--- config.mk ---
export PLATFORM = sky130hd
export DESIGN_NAME = uniboard_top
export DESIGN_NICKNAME = d
export VERILOG_FILES = /design/src/design/uniboard_pkg.sv /design/src/design/uart_receiver.sv /design/src/design/uart_transmitter.sv /design/src/design/command_decoder.sv /design/src/design/bus_sequencer.sv /design/src/design/reply_encoder.sv /design/src/design/register_bank.sv /design/src/design/uniboard_top.sv
export SDC_FILE = /design/constraint.sdc
export NUM_CORES = 1
export LEC_CHECK = 0
export BUFFER_PORTS_ARGS = -buffer_cell sky130_fd_sc_hd__buf_2
export CAP_MARGIN = 20
export CORE_UTILIZATION = 30
export CTS_BUF_LIST = sky130_fd_sc_hd__clkbuf_4 sky130_fd_sc_hd__clkbuf_8
export CTS_CLUSTER_DIAMETER = 120
export DETAILED_ROUTE_END_ITERATION = 7
export SYNTH_ARGS = -nofsm -noshare
export SYNTH_HDL_FRONTEND = slang
export SYNTH_HIERARCHICAL = 1
export SYNTH_SLANG_ARGS = --single-unit
--- constraint.sdc ---
create_clock -name clk_12MHz -period 8.4 [get_ports clk_12MHz]
set_clock_uncertainty 0.2 [all_clocks]
set_input_delay 0.84 -clock clk_12MHz [delete_from_list [all_inputs] [get_ports clk_12MHz]]
set_output_delay 0.84 -clock clk_12MHz [all_outputs]
set_load 0.02 [all_outputs]
--- src/design/uniboard_pkg.sv ---
package uniboard_pkg;

	// Clocks per serial bit, 1 Mbaud from the 12 MHz clock.
	localparam int baud_div = 12;

	// Width of the bit timing counters in both UART modules.
	localparam int baud_cnt_w = $clog2(baud_div);

	// Frame delimiters.
	localparam logic [7:0] byte_start = 8'h01;
	localparam logic [7:0] byte_end = 8'h17;

	// Makes the following byte literal.
	localparam logic [7:0] byte_escape = 8'h1B;

	// Payload bytes kept per command frame.
	localparam int payload_max = 6;

	// Counter width for the payload buffer fill level.
	localparam int payload_cnt_w = $clog2(payload_max + 1);

	// Register bus field widths.
	localparam int periph_w = 7;
	localparam int addr_w = 8;
	localparam int data_w = 32;
	localparam int size_w = 3;

	// Scratch register bank.
	localparam logic [periph_w-1:0] scratch_periph = 7'd1;
	localparam logic [size_w-1:0] scratch_size = 3'd4;
	localparam int scratch_depth = 4;

	// Address bits that select a scratch register.
	localparam int scratch_sel_w = $clog2(scratch_depth);

endpackage

--- src/design/uart_receiver.sv ---
`timescale 1ns/1ns

module uart_receiver
	import uniboard_pkg::*;
(
	input logic clk_12MHz,
	input logic reset,
	input logic rx,
	output logic [7:0] rx_data,
	output logic rx_valid
);

	typedef enum logic [1:0] {
		s_idle,
		s_start,
		s_data,
		s_stop
	} state_t;

	state_t state;
	logic rx_meta;
	logic rx_sync;
	logic [baud_cnt_w-1:0] baud_cnt;
	logic [2:0] bit_cnt;
	logic [7:0] rx_shift;

	// Two flop synchronizer.
	// Idle line level is high.
	always_ff @(posedge clk_12MHz)
	begin
		if (reset)
		begin
			rx_meta <= 1'b1;
			rx_sync <= 1'b1;
		end
		else
		begin
			rx_meta <= rx;
			rx_sync <= rx_meta;
		end
	end

	always_ff @(posedge clk_12MHz)
	begin
		if (reset)
		begin
			state <= s_idle;
			baud_cnt <= '0;
			bit_cnt <= '0;
			rx_valid <= 1'b0;
		end
		else
		begin
			// Strobe lasts one cycle.
			rx_valid <= 1'b0;
			case (state)
				s_idle:
				begin
					baud_cnt <= '0;
					bit_cnt <= '0;
					// Falling edge marks a start bit.
					if (!rx_sync)
						state <= s_start;
				end
				s_start:
				begin
					// Recheck at mid start bit to reject glitches.
					if (baud_cnt == baud_cnt_w'(baud_div / 2 - 1))
					begin
						baud_cnt <= '0;
						state <= rx_sync ? s_idle : s_data;
					end
					else
						baud_cnt <= baud_cnt + 1'b1;
				end
				s_data:
				begin
					if (baud_cnt == baud_cnt_w'(baud_div - 1))
					begin
						// Mid-bit sample, LSB arrives first.
						baud_cnt <= '0;
						rx_shift <= {rx_sync, rx_shift[7:1]};
						bit_cnt <= bit_cnt + 1'b1;
						if (bit_cnt == 3'd7)
							state <= s_stop;
					end
					else
						baud_cnt <= baud_cnt + 1'b1;
				end
				s_stop:
				begin
					if (baud_cnt == baud_cnt_w'(baud_div - 1))
					begin
						// Byte only counts with a valid stop bit.
						baud_cnt <= '0;
						state <= s_idle;
						if (rx_sync)
						begin
							rx_data <= rx_shift;
							rx_valid <= 1'b1;
						end
					end
					else
						baud_cnt <= baud_cnt + 1'b1;
				end
				default:
					state <= s_idle;
			endcase
		end
	end

endmodule

--- src/design/uart_transmitter.sv ---
`timescale 1ns/1ns

module uart_transmitter
	import uniboard_pkg::*;
(
	input logic clk_12MHz,
	input logic reset,
	input logic [7:0] tx_data,
	input logic send,
	output logic tx,
	output logic busy
);

	logic [baud_cnt_w-1:0] baud_cnt;
	logic [3:0] bit_cnt;
	logic [8:0] frame;

	always_ff @(posedge clk_12MHz)
	begin
		if (reset)
		begin
			tx <= 1'b1;
			busy <= 1'b0;
			baud_cnt <= '0;
			bit_cnt <= '0;
		end
		else if (!busy)
		begin
			baud_cnt <= '0;
			bit_cnt <= '0;
			if (send)
			begin
				// Data LSB first with the stop bit on top.
				// Start bit goes straight onto the line.
				frame <= {1'b1, tx_data};
				tx <= 1'b0;
				busy <= 1'b1;
			end
		end
		else if (baud_cnt == baud_cnt_w'(baud_div - 1))
		begin
			baud_cnt <= '0;
			if (bit_cnt == 4'd9)
			begin
				// Stop bit is over.
				busy <= 1'b0;
				tx <= 1'b1;
			end
			else
			begin
				// Next bit onto the line.
				bit_cnt <= bit_cnt + 1'b1;
				frame <= {1'b1, frame[8:1]};
				tx <= frame[0];
			end
		end
		else
			baud_cnt <= baud_cnt + 1'b1;
	end

endmodule

--- src/design/command_decoder.sv ---
`timescale 1ns/1ns

module command_decoder
	import uniboard_pkg::*;
(
	input logic clk_12MHz,
	input logic reset,
	input logic [7:0] rx_data,
	input logic rx_valid,
	input logic busy,
	output logic cmd_valid,
	output logic cmd_read,
	output logic [periph_w-1:0] cmd_periph,
	output logic [addr_w-1:0] cmd_addr,
	output logic [data_w-1:0] cmd_wdata
);

	typedef enum logic {
		s_hunt,
		s_frame
	} state_t;

	state_t state;
	logic escape;
	logic [payload_cnt_w-1:0] byte_cnt;
	logic [7:0] payload [payload_max];
	logic is_start;
	logic is_end;
	logic is_escape;
	logic clear_buf;
	logic store_byte;
	logic issue;

	assign is_start = (rx_data == byte_start);
	assign is_end = (rx_data == byte_end);
	assign is_escape = (rx_data == byte_escape);

	// Classify each received byte.
	// An escaped byte is always data.
	always_comb
	begin
		clear_buf = 1'b0;
		store_byte = 1'b0;
		if (rx_valid)
		begin
			if (state == s_hunt)
				clear_buf = is_start;
			else if (escape)
				store_byte = 1'b1;
			else if (is_start)
				clear_buf = 1'b1;
			else if (!is_end && !is_escape)
				store_byte = 1'b1;
		end
	end

	// Complete frame needs peripheral and address bytes.
	// Dropped if the sequencer is still working.
	assign issue = rx_valid && (state == s_frame) && !escape && is_end &&
		(byte_cnt >= payload_cnt_w'(2)) && !busy;

	always_ff @(posedge clk_12MHz)
	begin
		if (reset)
		begin
			state <= s_hunt;
			escape <= 1'b0;
			byte_cnt <= '0;
			cmd_valid <= 1'b0;
		end
		else
		begin
			cmd_valid <= issue;
			if (clear_buf)
			begin
				// Start byte opens or restarts a frame.
				state <= s_frame;
				escape <= 1'b0;
				byte_cnt <= '0;
			end
			else if (store_byte)
			begin
				escape <= 1'b0;
				// Extra payload bytes are ignored.
				if (byte_cnt < payload_cnt_w'(payload_max))
					byte_cnt <= byte_cnt + 1'b1;
			end
			else if (rx_valid && (state == s_frame))
			begin
				if (is_escape)
					escape <= 1'b1;
				else
					state <= s_hunt;
			end
		end
	end

	// Payload buffer.
	// Missing write data bytes stay zero.
	always_ff @(posedge clk_12MHz)
	begin
		if (clear_buf)
		begin
			for (int i = 0; i < payload_max; i++)
				payload[i] <= '0;
		end
		else if (store_byte && (byte_cnt < payload_cnt_w'(payload_max)))
			payload[byte_cnt] <= rx_data;
	end

	// Command fields, held until the next command.
	always_ff @(posedge clk_12MHz)
	begin
		if (issue)
		begin
			cmd_read <= payload[0][7];
			cmd_periph <= payload[0][periph_w-1:0];
			cmd_addr <= payload[1];
			// Write data arrives LSB first.
			cmd_wdata <= {payload[5], payload[4], payload[3], payload[2]};
		end
	end

endmodule

--- src/design/bus_sequencer.sv ---
`timescale 1ns/1ns

module bus_sequencer
	import uniboard_pkg::*;
(
	input logic clk_12MHz,
	input logic reset,
	input logic cmd_valid,
	input logic cmd_read,
	input logic [periph_w-1:0] cmd_periph,
	input logic [addr_w-1:0] cmd_addr,
	input logic [data_w-1:0] cmd_wdata,
	input logic encoder_busy,
	output logic busy,
	output logic bus_rw,
	output logic [periph_w-1:0] bus_periph,
	output logic [addr_w-1:0] bus_addr,
	output logic [data_w-1:0] bus_wdata,
	output logic bus_select,
	input logic [data_w-1:0] bus_rdata,
	input logic [size_w-1:0] bus_size,
	output logic reply_valid,
	output logic [periph_w:0] reply_periph_byte,
	output logic [addr_w-1:0] reply_addr,
	output logic [data_w-1:0] reply_data,
	output logic [size_w-1:0] reply_size
);

	typedef enum logic [3:0] {
		s_idle,
		s_wr_setup,
		s_wr_sel,
		s_wr_hold,
		s_wr_gap,
		s_wr_rest,
		s_rd_setup,
		s_rd_sel,
		s_rd_wait,
		s_reply,
		s_encode
	} state_t;

	state_t state;
	logic read_flag;

	// Covers the bus cycles and the reply transmission.
	assign busy = (state != s_idle) || encoder_busy;

	always_ff @(posedge clk_12MHz)
	begin
		if (reset)
		begin
			state <= s_idle;
			bus_rw <= 1'b1;
			bus_select <= 1'b0;
			reply_valid <= 1'b0;
		end
		else
		begin
			reply_valid <= 1'b0;
			case (state)
				s_idle:
				begin
					// Reads skip straight to the read sequence.
					if (cmd_valid)
					begin
						bus_rw <= cmd_read;
						state <= cmd_read ? s_rd_setup : s_wr_setup;
					end
				end
				s_wr_setup:
				begin
					bus_select <= 1'b1;
					state <= s_wr_sel;
				end
				s_wr_sel:
					state <= s_wr_hold;
				s_wr_hold:
				begin
					// Select was high for two cycles.
					bus_select <= 1'b0;
					state <= s_wr_gap;
				end
				s_wr_gap:
					state <= s_wr_rest;
				s_wr_rest:
				begin
					// Read back what was written.
					bus_rw <= 1'b1;
					state <= s_rd_setup;
				end
				s_rd_setup:
				begin
					bus_select <= 1'b1;
					state <= s_rd_sel;
				end
				s_rd_sel:
					state <= s_rd_wait;
				s_rd_wait:
				begin
					// Data is settled, capture and hand off.
					bus_select <= 1'b0;
					reply_valid <= 1'b1;
					state <= s_reply;
				end
				s_reply:
					state <= s_encode;
				s_encode:
				begin
					if (!encoder_busy)
						state <= s_idle;
				end
				default:
					state <= s_idle;
			endcase
		end
	end

	// Bus fields and reply capture.
	always_ff @(posedge clk_12MHz)
	begin
		if ((state == s_idle) && cmd_valid)
		begin
			read_flag <= cmd_read;
			bus_periph <= cmd_periph;
			bus_addr <= cmd_addr;
			bus_wdata <= cmd_wdata;
		end
		if (state == s_rd_wait)
		begin
			// Echo the original first payload byte.
			reply_periph_byte <= {read_flag, bus_periph};
			reply_addr <= bus_addr;
			reply_data <= bus_rdata;
			reply_size <= bus_size;
		end
	end

endmodule

--- src/design/reply_encoder.sv ---
`timescale 1ns/1ns

module reply_encoder
	import uniboard_pkg::*;
(
	input logic clk_12MHz,
	input logic reset,
	input logic reply_valid,
	input logic [periph_w:0] reply_periph_byte,
	input logic [addr_w-1:0] reply_addr,
	input logic [data_w-1:0] reply_data,
	input logic [size_w-1:0] reply_size,
	input logic tx_busy,
	output logic [7:0] tx_data,
	output logic send,
	output logic busy
);

	typedef enum logic [1:0] {
		s_idle,
		s_load,
		s_send,
		s_wait
	} state_t;

	typedef logic [size_w:0] idx_t;

	state_t state;
	logic [periph_w:0] periph_q;
	logic [addr_w-1:0] addr_q;
	logic [data_w-1:0] data_q;
	logic [size_w-1:0] size_q;
	idx_t idx;
	idx_t end_idx;
	idx_t data_idx;
	logic [data_w-1:0] data_shifted;
	logic [7:0] cur_byte;
	logic special;
	logic esc_sent;

	// Byte order is start, byte 0, address, data, end.
	assign end_idx = {1'b0, size_q} + idx_t'(3);
	assign data_idx = idx - idx_t'(3);
	assign data_shifted = data_q >> {data_idx, 3'b000};

	always_comb
	begin
		if (idx == idx_t'(0))
			cur_byte = byte_start;
		else if (idx == idx_t'(1))
			cur_byte = periph_q;
		else if (idx == idx_t'(2))
			cur_byte = addr_q;
		else if (idx == end_idx)
			cur_byte = byte_end;
		else
			cur_byte = data_shifted[7:0];
	end

	// Delimiters go out raw, everything else is escaped if special.
	assign special = (idx != idx_t'(0)) && (idx != end_idx) &&
		((cur_byte == byte_start) || (cur_byte == byte_end) || (cur_byte == byte_escape));

	always_ff @(posedge clk_12MHz)
	begin
		if (reset)
		begin
			state <= s_idle;
			idx <= '0;
			esc_sent <= 1'b0;
			send <= 1'b0;
			busy <= 1'b0;
		end
		else
		begin
			case (state)
				s_idle:
				begin
					if (reply_valid)
					begin
						busy <= 1'b1;
						idx <= '0;
						esc_sent <= 1'b0;
						state <= s_load;
					end
				end
				s_load:
				begin
					if (idx > end_idx)
					begin
						// End byte has left the transmitter.
						busy <= 1'b0;
						state <= s_idle;
					end
					else
					begin
						send <= 1'b1;
						state <= s_send;
						// Stay on this byte until its escape is out.
						if (special && !esc_sent)
							esc_sent <= 1'b1;
						else
						begin
							esc_sent <= 1'b0;
							idx <= idx + 1'b1;
						end
					end
				end
				s_send:
				begin
					// Transmitter took the byte.
					if (tx_busy)
					begin
						send <= 1'b0;
						state <= s_wait;
					end
				end
				s_wait:
				begin
					if (!tx_busy)
						state <= s_load;
				end
				default:
					state <= s_idle;
			endcase
		end
	end

	// Reply fields and the outgoing byte.
	always_ff @(posedge clk_12MHz)
	begin
		if ((state == s_idle) && reply_valid)
		begin
			periph_q <= reply_periph_byte;
			addr_q <= reply_addr;
			data_q <= reply_data;
			size_q <= reply_size;
		end
		if ((state == s_load) && (idx <= end_idx))
			tx_data <= (special && !esc_sent) ? byte_escape : cur_byte;
	end

endmodule

--- src/design/register_bank.sv ---
`timescale 1ns/1ns

module register_bank
	import uniboard_pkg::*;
(
	input logic clk_12MHz,
	input logic reset,
	input logic bus_rw,
	input logic [periph_w-1:0] bus_periph,
	input logic [addr_w-1:0] bus_addr,
	input logic [data_w-1:0] bus_wdata,
	input logic bus_select,
	output logic [data_w-1:0] bus_rdata,
	output logic [size_w-1:0] bus_size
);

	logic [data_w-1:0] scratch [scratch_depth];
	logic select_q;
	logic hit;
	logic [scratch_sel_w-1:0] sel;

	// Scratch bank decode.
	assign hit = (bus_periph == scratch_periph);
	assign sel = bus_addr[scratch_sel_w-1:0];

	always_ff @(posedge clk_12MHz)
	begin
		if (reset)
		begin
			select_q <= 1'b0;
			for (int i = 0; i < scratch_depth; i++)
				scratch[i] <= '0;
		end
		else
		begin
			select_q <= bus_select;
			// Write on the rising edge of select.
			if (bus_select && !select_q && !bus_rw && hit)
				scratch[sel] <= bus_wdata;
		end
	end

	// Read multiplexer.
	// Unmapped peripherals answer zero with no data bytes.
	always_comb
	begin
		bus_rdata = '0;
		bus_size = '0;
		if (bus_select && hit)
		begin
			bus_rdata = scratch[sel];
			bus_size = scratch_size;
		end
	end

endmodule

--- src/design/uniboard_top.sv ---
`timescale 1ns/1ns

module uniboard_top
	import uniboard_pkg::*;
(
	input logic clk_12MHz,
	input logic reset,
	input logic uart_rx,
	output logic uart_tx
);

	// Receiver to decoder.
	logic [7:0] rx_data;
	logic rx_valid;

	// Decoder to sequencer.
	logic cmd_valid;
	logic cmd_read;
	logic [periph_w-1:0] cmd_periph;
	logic [addr_w-1:0] cmd_addr;
	logic [data_w-1:0] cmd_wdata;
	logic seq_busy;

	// Register bus.
	logic bus_rw;
	logic [periph_w-1:0] bus_periph;
	logic [addr_w-1:0] bus_addr;
	logic [data_w-1:0] bus_wdata;
	logic bus_select;
	logic [data_w-1:0] bus_rdata;
	logic [size_w-1:0] bus_size;

	// Sequencer to encoder.
	logic reply_valid;
	logic [periph_w:0] reply_periph_byte;
	logic [addr_w-1:0] reply_addr;
	logic [data_w-1:0] reply_data;
	logic [size_w-1:0] reply_size;
	logic encoder_busy;

	// Encoder to transmitter.
	logic [7:0] tx_data;
	logic send;
	logic tx_busy;

	uart_receiver u_receiver (
		.clk_12MHz(clk_12MHz),
		.reset(reset),
		.rx(uart_rx),
		.rx_data(rx_data),
		.rx_valid(rx_valid)
	);

	command_decoder u_decoder (
		.clk_12MHz(clk_12MHz),
		.reset(reset),
		.rx_data(rx_data),
		.rx_valid(rx_valid),
		.busy(seq_busy),
		.cmd_valid(cmd_valid),
		.cmd_read(cmd_read),
		.cmd_periph(cmd_periph),
		.cmd_addr(cmd_addr),
		.cmd_wdata(cmd_wdata)
	);

	bus_sequencer u_sequencer (
		.clk_12MHz(clk_12MHz),
		.reset(reset),
		.cmd_valid(cmd_valid),
		.cmd_read(cmd_read),
		.cmd_periph(cmd_periph),
		.cmd_addr(cmd_addr),
		.cmd_wdata(cmd_wdata),
		.encoder_busy(encoder_busy),
		.busy(seq_busy),
		.bus_rw(bus_rw),
		.bus_periph(bus_periph),
		.bus_addr(bus_addr),
		.bus_wdata(bus_wdata),
		.bus_select(bus_select),
		.bus_rdata(bus_rdata),
		.bus_size(bus_size),
		.reply_valid(reply_valid),
		.reply_periph_byte(reply_periph_byte),
		.reply_addr(reply_addr),
		.reply_data(reply_data),
		.reply_size(reply_size)
	);

	register_bank u_bank (
		.clk_12MHz(clk_12MHz),
		.reset(reset),
		.bus_rw(bus_rw),
		.bus_periph(bus_periph),
		.bus_addr(bus_addr),
		.bus_wdata(bus_wdata),
		.bus_select(bus_select),
		.bus_rdata(bus_rdata),
		.bus_size(bus_size)
	);

	reply_encoder u_encoder (
		.clk_12MHz(clk_12MHz),
		.reset(reset),
		.reply_valid(reply_valid),
		.reply_periph_byte(reply_periph_byte),
		.reply_addr(reply_addr),
		.reply_data(reply_data),
		.reply_size(reply_size),
		.tx_busy(tx_busy),
		.tx_data(tx_data),
		.send(send),
		.busy(encoder_busy)
	);

	uart_transmitter u_transmitter (
		.clk_12MHz(clk_12MHz),
		.reset(reset),
		.tx_data(tx_data),
		.send(send),
		.tx(uart_tx),
		.busy(tx_busy)
	);

endmodule

==> reports/results.tsv <==
metric	value	unit
cp.arrival	4.29	ns
p_sw_frac	0.201	
cts_tree	yes	
ys_top_cells_by_count	edfxtp_1 (406), nor4_1 (103), nor2_1 (57)	
synth.most_common_cell	edfxtp_1	
synthesis.area	0.0186	mm2
placedCellCount	1897	
synthCells	1188	
powerDensity	210	mW/mm2
hpwl	21.4	mm
worst-path-max-fanout	17	
drtPass1Iterations	5	
vdd_drop_max	0.0000982	V
via_per_inst	4.96	
ys_seq_area_frac	0.703	
fp-row-count	90	
drt_drc_violations_left	0	
cp.required	8.56	ns
cts_sinks	451	
postCtsResizedCells	0	
pwr-share-comb	0.018	
slew_viol_final	0	
die_area	0.0631	mm2
worst-setup-path-type	reg2reg	
via_count	10000	
routed_wl	35.5	mm
max_freq	0.242	GHz
finalCritPeriodShare	0.492	
cts.htree.levels	3	
synth-main-ff-cell	edfxtp_1	
internal_power	3460	uW
synth.distinct_cells	92	
dieWidth	251	um
p_leak	0.00663	uW
yosys.area.top_type	edfxtp_1	
avgSynthCellArea	15.7	um2
overflow	0	
slowest_stage	dfxtp_1	
crit_family	simple AND/OR/NAND/NOR gates	
async_reset_ff_frac	0	
antenna_left	0	
nets	1218	
initial_core_util	0.306	
post_cts_buffers	0	
ctsHoldBuffers	0	
ys_ff_latch	451	
post-route-util	0.339	
syn2layout_area_growth	10.7	%
path_cells	inv_1 > ha_1 > mux4_2 > nand3_1 > o21ai_1 > or4b_1 > or4b_1 > and2_4 > nor2b_1	
crit_path_max_incr_delay	0.83	ns
gr-usage-all-layers	0.113	
relSlewSlack	0.313	
hold_path.class	reg2reg	
root_buffer	clkbuf_8	
p_seq_frac	0.572	
synth-edff-count	406	
cp.buffers_inverters	1	
worstMarginPinSlew	1.02	ns
synth_warnings	6	
place_congestion	0.859	
status	finished clean	
drtIter0Drc	779	
synth.area.top_cells	edfxtp_1 (65%), dfxtp_1 (4.8%), mux4_2 (4.7%)	
port_buffers	3	
clkPwrFrac	0.410	
cp-start-kind	flip-flop	
die_h	251	um
grt_pass1_vias	10000	
finalCriticalPeriod	4.14	ns
setup_viol	0	
rsz0062_at_grt	no	
maxCapViolations	0	
clk_latency	0.62	ns
clk_pin_slew	0.07	ns
yosysTopAreaCellShare	0.655	
crit_path_end_kind	flip-flop	
grt_pass1_wl	56.1	mm
timing.final.hold_violations	0	
antenna_found_initial	0	
setup_tns	0	ns
wire_per_inst	17.6	um
fin_cells	2022	
clock_path_buffers	3	
setup_slack	4.26	ns
cts_made_buffers	69	
crit_path_frequent_cell	or4b_1	
dp_slack	4.26	ns
core-area	0.0608	mm2
n_antenna_cell	0	
drive_gt1_frac	0.182	
ios	4	
grt_start_max_net_pins	121	
power.switching	872	uW
## kinds of logic after synthesis
logic type      count (synthesis)  share of synthesized area
mux                            51                     0.0550
other cells                     1                   0.000201
flops                         451                      0.703
compound gates                112                     0.0426
simple gates                  435                      0.146
xor+xnor                        2                   0.000941
fa+ha+maj                      23                     0.0155
buf+inv                       113                     0.0365
## through the flow
step / power [uW] / area, um2 / hold WS (ns)
after detailed placement: 2610 / 19200 / 0.193
after global routing: 4500 / 20600 / 0.175
after global placement: 2600 / 19200 / 0.199
final: 4340 / 20600 / 0.203
after CTS: 4390 / 20500 / 0.160
after floorplan: 2580 / 18600 / 0.189
## routing by layer
metal	wire, um	vias to the layer above	share of wire	GRT usage
met5	0	-	0	0
met2	17100	293	0.48	0.184
li1	-	4724	-	-
met4	847	0	0.024	0.0441
met3	1770	63	0.050	0.0250
met1	15800	4940	0.45	0.145
## placed cells by master (no fill, tap or decap), drive strengths merged, types with 4 or more instances in the layout
master / count
or4: 5
mux4: 40
nor2b: 11
mux2: 7
or4b: 37
clkinvlp: 6
a21oi: 30
dfxtp: 45
a31oi: 6
nand2b: 14
nor4: 107
clkinv: 10
nand3: 17
nand4: 4
nor3: 42
mux2i: 4
nor2: 58
a211oi: 4
and3: 43
o31ai: 4
or3: 5
clkbuf: 104
a41o: 5
inv: 21
a22oi: 5
or2: 6
o211ai: 4
o21ai: 22
nand2: 32
o22a: 4
buf: 22
edfxtp: 406
and2: 22
ha: 23
nand4b: 5
nand3b: 8
o21a: 4
## worst reg2reg max path: cells and delay by family (launching register included)
| kind | cells | cell delay (ns) |
|---|---|---|
| buf+inv | 1 | 0.20 |
| fa+ha+maj | 1 | 0.55 |
| flops | 1 | 0.83 |
| simple gates | 5 | 1.65 |
| compound gates | 1 | 0.08 |
| mux | 1 | 0.36 |
## state kept, by name (all words and copies together), names as in the netlist, 32 cells and up, named ones only
register and flops:
u_decoder/cmd_wdata 32, u_encoder/data_q 32, u_decoder/payload 48, u_sequencer/reply_data 32, u_bank/scratch 128, u_sequencer/bus_wdata 32
## layout make-up
| cell class | count | area [um2] |
|---|---|---|
| clock buffers | 102 | 1230 |
| clock inverters | 17 | 119 |
| fillers | 5787 | 40200 |
| inverters | 21 | 80.1 |
| multi-input cells | 625 | 4890 |
| flip-flops and latches | 451 | 13100 |
| well taps | 782 | 978 |
| repair buffers | 24 | 220 |
## power by group through the flow
| stage | clock [uW] | combinational [uW] | sequential [uW] |
|---|---|---|---|
| 2_1_floorplan | 0 | 55.2 | 2520 |
| 3_3_place_gp | 0 | 76.3 | 2530 |
| 5_1_grt | 1930 | 84.3 | 2480 |
| 3_5_place_dp | 0 | 77.4 | 2530 |
| 4_1_cts | 1840 | 77.7 | 2480 |
| 6_report | 1780 | 77.0 | 2480 |
## worst paths after layout
kind                            slack [ns]                        from  cells after the start                    to
worst max-delay path                  4.26            u_encoder/idx[0]                      9  u_encoder/tx_data[2]
worst min-delay path                  0.20  u_sequencer/reply_data[18]                      0  u_encoder/data_q[18]
worst max register to register        4.26            u_encoder/idx[0]                      9  u_encoder/tx_data[2]
worst min register to register        0.20  u_sequencer/reply_data[18]                      0  u_encoder/data_q[18]
No activity file was read; power rests on OpenSTA's default activity.
